### config.mk
export PLATFORM = sky130hd
export DESIGN_NAME = uart_msg_top
export DESIGN_NICKNAME = d
export VERILOG_FILES = /design/src/logic/uart_msg_pkg.sv /design/src/logic/msg_rom_if.sv /design/src/logic/event_capture.sv /design/src/logic/msg_rom.sv /design/src/logic/msg_sequencer.sv /design/src/logic/uart_msg_top.sv /design/src/logic/uart_tx.sv
export VERILOG_INCLUDE_DIRS = /design/src /design/src/logic
export SDC_FILE = /design/constraint.sdc
export NUM_CORES = 1
export LEC_CHECK = 0
export ABC_AREA = 1
export BUFFER_PORTS_ARGS = -buffer_cell sky130_fd_sc_hd__buf_2
export CAP_MARGIN = 25
export CORE_MARGIN = 1.5
export CORE_UTILIZATION = 68
export CTS_CLUSTER_DIAMETER = 50
export DETAILED_ROUTE_END_ITERATION = 12
export HOLD_SLACK_MARGIN = 0.05
export PLACE_DENSITY = 0.87
export SYNTH_ARGS = -nofsm -noshare
export SYNTH_HDL_FRONTEND = slang
export SYNTH_SLANG_ARGS = --single-unit
### constraint.sdc
create_clock -name clock -period 7.5 [get_ports clock]
set_input_delay 2.25 -clock clock [delete_from_list [all_inputs] [get_ports clock]]
set_output_delay 2.25 -clock clock [all_outputs]
set_load 0.005 [all_outputs]
### src/logic/uart_msg_defines.svh
`ifndef UART_MSG_DEFINES_SVH
`define UART_MSG_DEFINES_SVH

//////////////////////////////
// Serial timing
//////////////////////////////

`define UART_CLK_PER_BIT 434 // 50 MHz at 115200 baud
`define UART_GAP_BITS 115200 // About one second of idle line

//////////////////////////////
// Frame and message sizes
//////////////////////////////

`define UART_DATA_BITS 8
`define MSG_MAX_LEN 12 // Pick and deposit strings

`endif

### src/logic/uart_msg_pkg.sv
`default_nettype none

`include "uart_msg_defines.svh"

package uart_msg_pkg;

	typedef logic [`UART_DATA_BITS-1:0] char_t;
	typedef logic [2:0] msg_id_t;
	typedef logic [$clog2(`MSG_MAX_LEN)-1:0] char_idx_t;

	// Message numbers, also the bit order of the event inputs
	localparam msg_id_t MSG_RED   = 3'd0;
	localparam msg_id_t MSG_GREEN = 3'd1;
	localparam msg_id_t MSG_BLUE  = 3'd2;
	localparam msg_id_t MSG_PICK  = 3'd3;
	localparam msg_id_t MSG_DEPO  = 3'd4;

	typedef enum logic [2:0] {
		SEQ_IDLE,
		SEQ_LOAD,
		SEQ_SEND,
		SEQ_DRAIN,
		SEQ_GAP
	} seq_state_t;

	typedef enum logic [1:0] {
		TX_IDLE,
		TX_START,
		TX_DATA,
		TX_STOP
	} tx_state_t;

endpackage

`default_nettype wire

### src/logic/msg_rom_if.sv
`timescale 1ns/1ns
`default_nettype none

interface msg_rom_if;

	uart_msg_pkg::msg_id_t msg_id;
	uart_msg_pkg::char_idx_t char_idx;
	uart_msg_pkg::char_t char; // Valid in the same cycle
	logic last; // char_idx is the final character

	modport seq (
		output msg_id,
		output char_idx,
		input  char,
		input  last
	);

	modport rom (
		input  msg_id,
		input  char_idx,
		output char,
		output last
	);

endinterface

`default_nettype wire

### src/logic/event_capture.sv
`timescale 1ns/1ns
`default_nettype none

module event_capture (
	input  logic clock,
	input  logic arst_n,
	input  logic red_event,
	input  logic green_event,
	input  logic blue_event,
	input  logic pick_event,
	input  logic depo_event,
	output logic event_valid,
	output uart_msg_pkg::msg_id_t event_id
);

	localparam int NUM_EVENTS = 5;

	logic [NUM_EVENTS-1:0] raw;
	logic [NUM_EVENTS-1:0] sync1;
	logic [NUM_EVENTS-1:0] sync2;
	logic [NUM_EVENTS-1:0] prev;
	logic [NUM_EVENTS-1:0] rise;
	uart_msg_pkg::msg_id_t rise_id;

	assign raw = {depo_event, pick_event, blue_event, green_event, red_event};
	assign rise = sync2 & ~prev;

	// Deposit wins over pick, pick over blue, and so on down to red
	always_comb begin
		if (rise[4])
			rise_id = uart_msg_pkg::MSG_DEPO;
		else if (rise[3])
			rise_id = uart_msg_pkg::MSG_PICK;
		else if (rise[2])
			rise_id = uart_msg_pkg::MSG_BLUE;
		else if (rise[1])
			rise_id = uart_msg_pkg::MSG_GREEN;
		else
			rise_id = uart_msg_pkg::MSG_RED;
	end

	always_ff @(posedge clock or negedge arst_n) begin
		if (!arst_n) begin
			sync1 <= '0;
			sync2 <= '0;
			prev <= '0;
			event_valid <= 1'b0;
		end else begin
			sync1 <= raw; // Two-flop synchronizer
			sync2 <= sync1;
			prev <= sync2;
			event_valid <= |rise;
		end
	end

	always_ff @(posedge clock) begin
		event_id <= rise_id;
	end

	// Reported id is the highest input that rose
	a_event_id_legal: assert property (@(posedge clock) disable iff (!arst_n)
		event_valid |-> ($past(rise) >> event_id) == NUM_EVENTS'(1));

endmodule

`default_nettype wire

### src/logic/msg_rom.sv
`timescale 1ns/1ns
`default_nettype none

`include "uart_msg_defines.svh"

module msg_rom (
	msg_rom_if.rom rom
);

	localparam int STR_W = `UART_DATA_BITS * `MSG_MAX_LEN;

	typedef logic [STR_W-1:0] msg_str_t;

	//////////////////////////////
	// Status strings
	//////////////////////////////

	localparam msg_str_t RED_STR   = "SI-SIN1-P-#";
	localparam msg_str_t GREEN_STR = "SI-SIN1-N-#";
	localparam msg_str_t BLUE_STR  = "SI-SIN3-W-#";
	localparam msg_str_t PICK_STR  = "S-P-DZN1-N-#";
	localparam msg_str_t DEPO_STR  = "S-D-DZN1-N-#";

	msg_str_t str;
	uart_msg_pkg::char_idx_t len;

	always_comb begin
		case (rom.msg_id)
			uart_msg_pkg::MSG_RED: begin
				str = RED_STR;
				len = 4'd11;
			end
			uart_msg_pkg::MSG_GREEN: begin
				str = GREEN_STR;
				len = 4'd11;
			end
			uart_msg_pkg::MSG_BLUE: begin
				str = BLUE_STR;
				len = 4'd11;
			end
			uart_msg_pkg::MSG_PICK: begin
				str = PICK_STR;
				len = 4'd12;
			end
			uart_msg_pkg::MSG_DEPO: begin
				str = DEPO_STR;
				len = 4'd12;
			end
			default: begin
				str = {`MSG_MAX_LEN{"#"}};
				len = 4'd1;
			end
		endcase
	end

	// Strings are right-aligned, so the first character sits highest
	always_comb begin
		rom.last = (rom.char_idx == len - 1'b1);
		if (rom.char_idx < len)
			rom.char = str[`UART_DATA_BITS*(len-1-rom.char_idx) +: `UART_DATA_BITS];
		else
			rom.char = "#";
	end

endmodule

`default_nettype wire

### src/logic/msg_sequencer.sv
`timescale 1ns/1ns
`default_nettype none

`include "uart_msg_defines.svh"

module msg_sequencer #(
	parameter int CLK_PER_BIT = `UART_CLK_PER_BIT,
	parameter int GAP_BITS = `UART_GAP_BITS
) (
	input  logic clock,
	input  logic arst_n,
	input  logic event_valid,
	input  uart_msg_pkg::msg_id_t event_id,
	msg_rom_if.seq rom,
	output logic tx_valid,
	output uart_msg_pkg::char_t tx_data,
	input  logic tx_ready,
	output logic busy
);

	localparam int unsigned GAP_CYCLES = GAP_BITS * CLK_PER_BIT;
	localparam int GAP_W = $clog2(GAP_CYCLES);

	uart_msg_pkg::seq_state_t state;
	uart_msg_pkg::msg_id_t msg_id_q;
	uart_msg_pkg::char_idx_t idx_q;
	logic last_q;
	logic [GAP_W-1:0] gap_cnt;

	assign rom.msg_id = msg_id_q;
	assign rom.char_idx = idx_q;
	assign busy = (state != uart_msg_pkg::SEQ_IDLE);

	//////////////////////////////
	// Message FSM
	//////////////////////////////

	always_ff @(posedge clock or negedge arst_n) begin
		if (!arst_n) begin
			state <= uart_msg_pkg::SEQ_IDLE;
			msg_id_q <= uart_msg_pkg::MSG_RED;
			idx_q <= '0;
			tx_valid <= 1'b0;
			gap_cnt <= '0;
		end else begin
			case (state)
				uart_msg_pkg::SEQ_IDLE: begin
					if (event_valid) begin // Only place events are seen
						msg_id_q <= event_id;
						idx_q <= '0;
						state <= uart_msg_pkg::SEQ_LOAD;
					end
				end
				uart_msg_pkg::SEQ_LOAD: begin
					tx_valid <= 1'b1;
					state <= uart_msg_pkg::SEQ_SEND;
				end
				uart_msg_pkg::SEQ_SEND: begin
					if (tx_valid && tx_ready) begin
						tx_valid <= 1'b0;
						if (last_q) begin
							state <= uart_msg_pkg::SEQ_DRAIN;
						end else begin
							idx_q <= idx_q + 1'b1;
							state <= uart_msg_pkg::SEQ_LOAD;
						end
					end
				end
				uart_msg_pkg::SEQ_DRAIN: begin
					if (tx_ready) begin // Last stop bit has ended
						gap_cnt <= '0;
						state <= uart_msg_pkg::SEQ_GAP;
					end
				end
				uart_msg_pkg::SEQ_GAP: begin
					// DRAIN already used one cycle of the gap
					if (gap_cnt == GAP_W'(GAP_CYCLES - 2))
						state <= uart_msg_pkg::SEQ_IDLE;
					else
						gap_cnt <= gap_cnt + 1'b1;
				end
				default: state <= uart_msg_pkg::SEQ_IDLE;
			endcase
		end
	end

	always_ff @(posedge clock) begin
		if (state == uart_msg_pkg::SEQ_LOAD) begin
			tx_data <= rom.char;
			last_q <= rom.last;
		end
	end

	a_idx_range: assert property (@(posedge clock) disable iff (!arst_n)
		idx_q <= `MSG_MAX_LEN - 1);

	a_data_held: assert property (@(posedge clock) disable iff (!arst_n)
		tx_valid && !tx_ready |=> tx_valid && $stable(tx_data));

endmodule

`default_nettype wire

### src/logic/uart_msg_top.sv
`timescale 1ns/1ns
`default_nettype none

`include "uart_msg_defines.svh"

module uart_msg_top #(
	parameter int CLK_PER_BIT = `UART_CLK_PER_BIT,
	parameter int GAP_BITS = `UART_GAP_BITS
) (
	input  logic clock,
	input  logic arst_n,
	input  logic red_event,
	input  logic green_event,
	input  logic blue_event,
	input  logic pick_event,
	input  logic depo_event,
	output logic tx,
	output logic busy
);

	logic event_valid;
	uart_msg_pkg::msg_id_t event_id;
	logic tx_valid;
	uart_msg_pkg::char_t tx_data;
	logic tx_ready;

	msg_rom_if i_rom_if ();

	event_capture i_event_capture (
		.clock       (clock),
		.arst_n      (arst_n),
		.red_event   (red_event),
		.green_event (green_event),
		.blue_event  (blue_event),
		.pick_event  (pick_event),
		.depo_event  (depo_event),
		.event_valid (event_valid),
		.event_id    (event_id)
	);

	msg_rom i_msg_rom (
		.rom (i_rom_if.rom)
	);

	msg_sequencer #(
		.CLK_PER_BIT (CLK_PER_BIT),
		.GAP_BITS    (GAP_BITS)
	) i_msg_sequencer (
		.clock       (clock),
		.arst_n      (arst_n),
		.event_valid (event_valid),
		.event_id    (event_id),
		.rom         (i_rom_if.seq),
		.tx_valid    (tx_valid),
		.tx_data     (tx_data),
		.tx_ready    (tx_ready),
		.busy        (busy)
	);

	uart_tx #(
		.CLK_PER_BIT (CLK_PER_BIT)
	) i_uart_tx (
		.clock    (clock),
		.arst_n   (arst_n),
		.tx_valid (tx_valid),
		.tx_data  (tx_data),
		.tx_ready (tx_ready),
		.tx       (tx)
	);

endmodule

`default_nettype wire

### src/logic/uart_tx.sv
`timescale 1ns/1ns
`default_nettype none

`include "uart_msg_defines.svh"

module uart_tx #(
	parameter int CLK_PER_BIT = `UART_CLK_PER_BIT
) (
	input  logic clock,
	input  logic arst_n,
	input  logic tx_valid,
	input  uart_msg_pkg::char_t tx_data,
	output logic tx_ready,
	output logic tx
);

	localparam int CNT_W = $clog2(CLK_PER_BIT);
	localparam int BIT_W = $clog2(`UART_DATA_BITS);

	uart_msg_pkg::tx_state_t state;
	logic [CNT_W-1:0] baud_cnt;
	logic [BIT_W-1:0] bit_cnt;
	uart_msg_pkg::char_t shreg;
	logic bit_end;

	assign bit_end = (baud_cnt == CNT_W'(CLK_PER_BIT - 1));
	assign tx_ready = (state == uart_msg_pkg::TX_IDLE);

	always_ff @(posedge clock or negedge arst_n) begin
		if (!arst_n) begin
			state <= uart_msg_pkg::TX_IDLE;
			baud_cnt <= '0;
			bit_cnt <= '0;
			tx <= 1'b1;
		end else begin
			if (state == uart_msg_pkg::TX_IDLE || bit_end)
				baud_cnt <= '0;
			else
				baud_cnt <= baud_cnt + 1'b1;

			case (state)
				uart_msg_pkg::TX_IDLE: begin
					if (tx_valid) begin
						state <= uart_msg_pkg::TX_START;
						tx <= 1'b0; // Start bit
					end
				end
				uart_msg_pkg::TX_START: begin
					if (bit_end) begin
						state <= uart_msg_pkg::TX_DATA;
						bit_cnt <= '0;
						tx <= shreg[0]; // LSB first
					end
				end
				uart_msg_pkg::TX_DATA: begin
					if (bit_end) begin
						if (bit_cnt == BIT_W'(`UART_DATA_BITS - 1)) begin
							state <= uart_msg_pkg::TX_STOP;
							tx <= 1'b1;
						end else begin
							bit_cnt <= bit_cnt + 1'b1;
							tx <= shreg[0];
						end
					end
				end
				uart_msg_pkg::TX_STOP: begin
					if (bit_end)
						state <= uart_msg_pkg::TX_IDLE;
				end
				default: state <= uart_msg_pkg::TX_IDLE;
			endcase
		end
	end

	// Shifted at each bit end so bit 0 always holds the next data bit
	always_ff @(posedge clock) begin
		if (tx_ready && tx_valid)
			shreg <= tx_data;
		else if (bit_end && (state == uart_msg_pkg::TX_START || state == uart_msg_pkg::TX_DATA))
			shreg <= shreg >> 1;
	end

	a_idle_line_high: assert property (@(posedge clock) disable iff (!arst_n)
		state == uart_msg_pkg::TX_IDLE |-> tx);

endmodule

`default_nettype wire

==> metrics list <==
- Final hold slack: 0.350 ns
- In the layout the commonest cells are 200 x sky130_fd_sc_hd__nand2_1, 72 x sky130_fd_sc_hd__inv_1, 67 x sky130_fd_sc_hd__dfrtp_1.
- Setup total negative slack on the finished layout was measured at 0 ns.
* Hold violation total from the final report: 0
- Routability congestion estimate from global placement: 0.967
- Largest net degree at the start of global routing: 69
- CP required: 5.25 ns
- At the pin with the least slew margin, the transition time is 0.987 ns.
- Top Ports: 9
- The critical path is of the reg -> out type.
- Global route overflow: 0
- In this run the number of H-tree levels came out at 3.
- The first global-routing pass estimated 17600 um of wire.
- The synthesized design contains 15 enable-type register cells.
* Tcrit/Tclk final: 46.1%
* Postcts setup bufs: 0
- From left edge to right edge, the die measures 88.7 um.
* Post-layout util: 74.1%
* Clock tree root buffer cell: sky130_fd_sc_hd__clkbuf_8
- The Yosys step of the flow raised 0 warnings.
* Filler cell count in the final layout: 552
- CP endpoint kind: output port
- Antenna cells: 0
* Maximum fanout along the worst path: 4
- Clock-pin slew was measured on the worst setup and hold paths at 0.09 ns.
- Setup violations remaining at the end of the flow were counted as 0.
- After clock tree synthesis, the repair step resized 0 gates.
- The floorplan has 31 rows.
- Count of antenna-violating nets left after detailed routing: 0
- The number of nets handed over by synthesis was 672.
* Arrival @ worst endpoint: 1.21 ns
- The number of clock buffers added by TritonCTS is 9.
* CTS tree: built
- Kind of start point of the critical path: flop
* DR pass1 iterations: 6
- Initial core utilization: 69.6%
- FF+latch area: 2210 sq um
* Reported max-cap violation count: 0
- In the final design database the tool counted 683 nets.
- The worst-case IR drop observed on VDD is 0.213 mV.
- Total vias in the final route: 4241
* Time the worst path needs with I/O delays and setup: 3.46 ns
* Maximum number of buffers from clock root to sink: 2
* Total area of multi-input combinational cells: 2420 sq um
- Reported leakage power: 2.55 nW
* Area delta synth->final: 6.49%
- Most common cell after layout, fill and taps aside: sky130_fd_sc_hd__nand2_1
- Final critical-path setup slack: 4.04 ns
- Number of hold buffers added after cts: 0
- In the global route stage, overall resource usage came out at 28.9%.
* Routed Wire Length: 10500 um
- Floorplan core area: 7180 sq um
- For this run, the top clock speed supported by timing is 0.289 GHz.
* Largest clock skew in the final design: 0.0165 ns
- The clock reaches the later pin of the worst-skew pair after 0.36 ns.
- Synthesis produced a netlist whose cell count is 642.
- Total die area: 7870 sq um
- Overall die height: 88.7 um
* Most instantiated flip-flop cell in the synthesis netlist: sky130_fd_sc_hd__dfrtp_1
* WL/cell: 13.9 um
* Setup repair after global routing missed its margin: no
- Counting every sink on the clock net gives 86.
- Sequential cells were found to cover 44.3% of the synthesized design area.
- Dividing total power by cell area gives a power density of 326 nW/um^2.
* Async S/R FF share, synth: 79.1%
- Quantity of I/O buffers inserted on ports: 8
- The post-route netlist has 6.99% of its cells at a drive strength greater than 1.
* Number of global-route vias before repair: 4088
- In the routed design, unresolved DRC markers number 0.
- Violation count after the first detailed-route iteration: 263
* Number of different library cells in the post-synthesis netlist: 43
- The final-report max-slew violation count came to 0.
* Per-instance average area after synthesis: 7.78 sq um
* Half-perimeter wire length of the detailed placement result: 7570 um
* Pre-CTS WS: 4.41 ns
- Headroom to the max-slew limit came out at 33.5%.
* Mapped cell area: 4990 sq um
- Synthesis inferred 86 register bits.
- In this run the worst hold path is classified as reg -> reg.
* Via density: 5.60
- Status: completed
* Initial antenna violation count: 0
critical path: stages (launching register included):
cell and delay [ns]:
sky130_fd_sc_hd__dfrtp_1 0.42, sky130_fd_sc_hd__nor2_1 0.20, sky130_fd_sc_hd__nand2_1 0.10, sky130_fd_sc_hd__buf_2 0.14
state kept, by name, indices dropped and copies added, names as in the netlist, 3 cells and up:
register                      count
i_event_capture.sync1             5
i_msg_sequencer.gap_cnt          26
i_uart_tx.shreg                   7
i_msg_sequencer.tx_data           7
i_uart_tx.bit_cnt                 3
i_event_capture.sync2             5
i_msg_sequencer.rom.char_idx      4
i_msg_sequencer.rom.msg_id        3
i_msg_sequencer.state             3
i_event_capture.prev              5
i_event_capture.event_id          3
i_uart_tx.baud_cnt                9
logic make-up after synthesis:
| kind of cell | share of synthesized area, % |
|---|---|
| simple gates | 30.4 |
| flops | 44.3 |
| buf+inv | 7.21 |
| compound gates | 8.09 |
| fa+ha+maj | 5.91 |
| xor+xnor | 4.01 |
| other cells | 0.0751 |
Yosys cell counts (2+ instances only):
| library cell | n | area (sq um) |
|---|---|---|
| sky130_fd_sc_hd__nor2_1 | 64 | 240 |
| sky130_fd_sc_hd__a21o_1 | 3 | 22.5 |
| sky130_fd_sc_hd__buf_6 | 3 | 33.8 |
| sky130_fd_sc_hd__nor3b_1 | 6 | 45.0 |
| sky130_fd_sc_hd__nor4_1 | 2 | 12.5 |
| sky130_fd_sc_hd__xnor2_1 | 3 | 26.3 |
| sky130_fd_sc_hd__a31oi_1 | 3 | 18.8 |
| sky130_fd_sc_hd__xor2_1 | 18 | 158 |
| sky130_fd_sc_hd__nand3b_1 | 2 | 15.0 |
| sky130_fd_sc_hd__o21ai_0 | 33 | 165 |
| sky130_fd_sc_hd__ha_1 | 22 | 275 |
| sky130_fd_sc_hd__a21oi_1 | 17 | 85.1 |
| sky130_fd_sc_hd__edfxtp_1 | 15 | 450 |
| sky130_fd_sc_hd__inv_1 | 72 | 270 |
| sky130_fd_sc_hd__nand2_2 | 2 | 12.5 |
| sky130_fd_sc_hd__nor3_1 | 19 | 95.1 |
| sky130_fd_sc_hd__dfxtp_1 | 3 | 60.1 |
| sky130_fd_sc_hd__clkbuf_1 | 4 | 15.0 |
| sky130_fd_sc_hd__nand3_2 | 2 | 20.0 |
| sky130_fd_sc_hd__nand4_1 | 6 | 37.5 |
| sky130_fd_sc_hd__o21ai_2 | 8 | 70.1 |
| sky130_fd_sc_hd__dfrtp_1 | 67 | 1680 |
| sky130_fd_sc_hd__nand2_1 | 200 | 751 |
| sky130_fd_sc_hd__nand3_1 | 48 | 240 |
| sky130_fd_sc_hd__buf_2 | 2 | 10.0 |
report_power, final:
| group | switching [mW] | internal, mW |
|---|---|---|
| Sequential | 0.0538 | 0.593 |
| Clock | 0.176 | 0.178 |
| Combinational | 0.513 | 0.219 |
| Total | 0.743 | 0.990 |
worst paths after layout:
check	start	endpoint	slack, ns	depth (start not counted)
worst max-delay path	i_msg_sequencer.state[2]	busy	4.04	3
worst min register to register	i_event_capture.sync1[2]	i_event_capture.sync2[2]	0.35	0
worst min-delay path	i_event_capture.sync1[2]	i_event_capture.sync2[2]	0.35	0
worst max register to register	i_msg_sequencer.rom.msg_id[0]	i_msg_sequencer.tx_data[2]	4.31	15
max in group asynchronous	arst_n	i_msg_sequencer.state[1]	4.87	2
min in group asynchronous	arst_n	i_msg_sequencer.gap_cnt[17]	2.06	2
cell type report:
cell class / count / area share [%]
well taps: 99 / 2.33
multi-input cells: 471 / 45.5
flip-flops and latches: 86 / 41.6
inverters: 75 / 5.39
clock buffers: 10 / 2.80
repair buffers: 10 / 0.988
clock inverters: 6 / 1.36
stage by stage:
stage | total power, mW | std cells | area [sq um]
finish | 1.73 | 757 | 5320
global route | 1.87 | 757 | 5320
CTS | 1.73 | 757 | 5320
detailed placement | 1.37 | 741 | 5100
global placement | 1.35 | 740 | 5090
floorplan | 1.22 | 642 | 4990
per-layer routing:
layer	part of all wire (%)	wire, um	track usage (%)	vias to the layer above
li1	-	-	-	2088
met1	42	4440	34.6	1984
met2	50	5290	50.3	143
met3	5.5	577	6.72	26
met4	2.2	230	11.5	0
met5	0	0	0	-
Power figures use the tool's default switching activity.
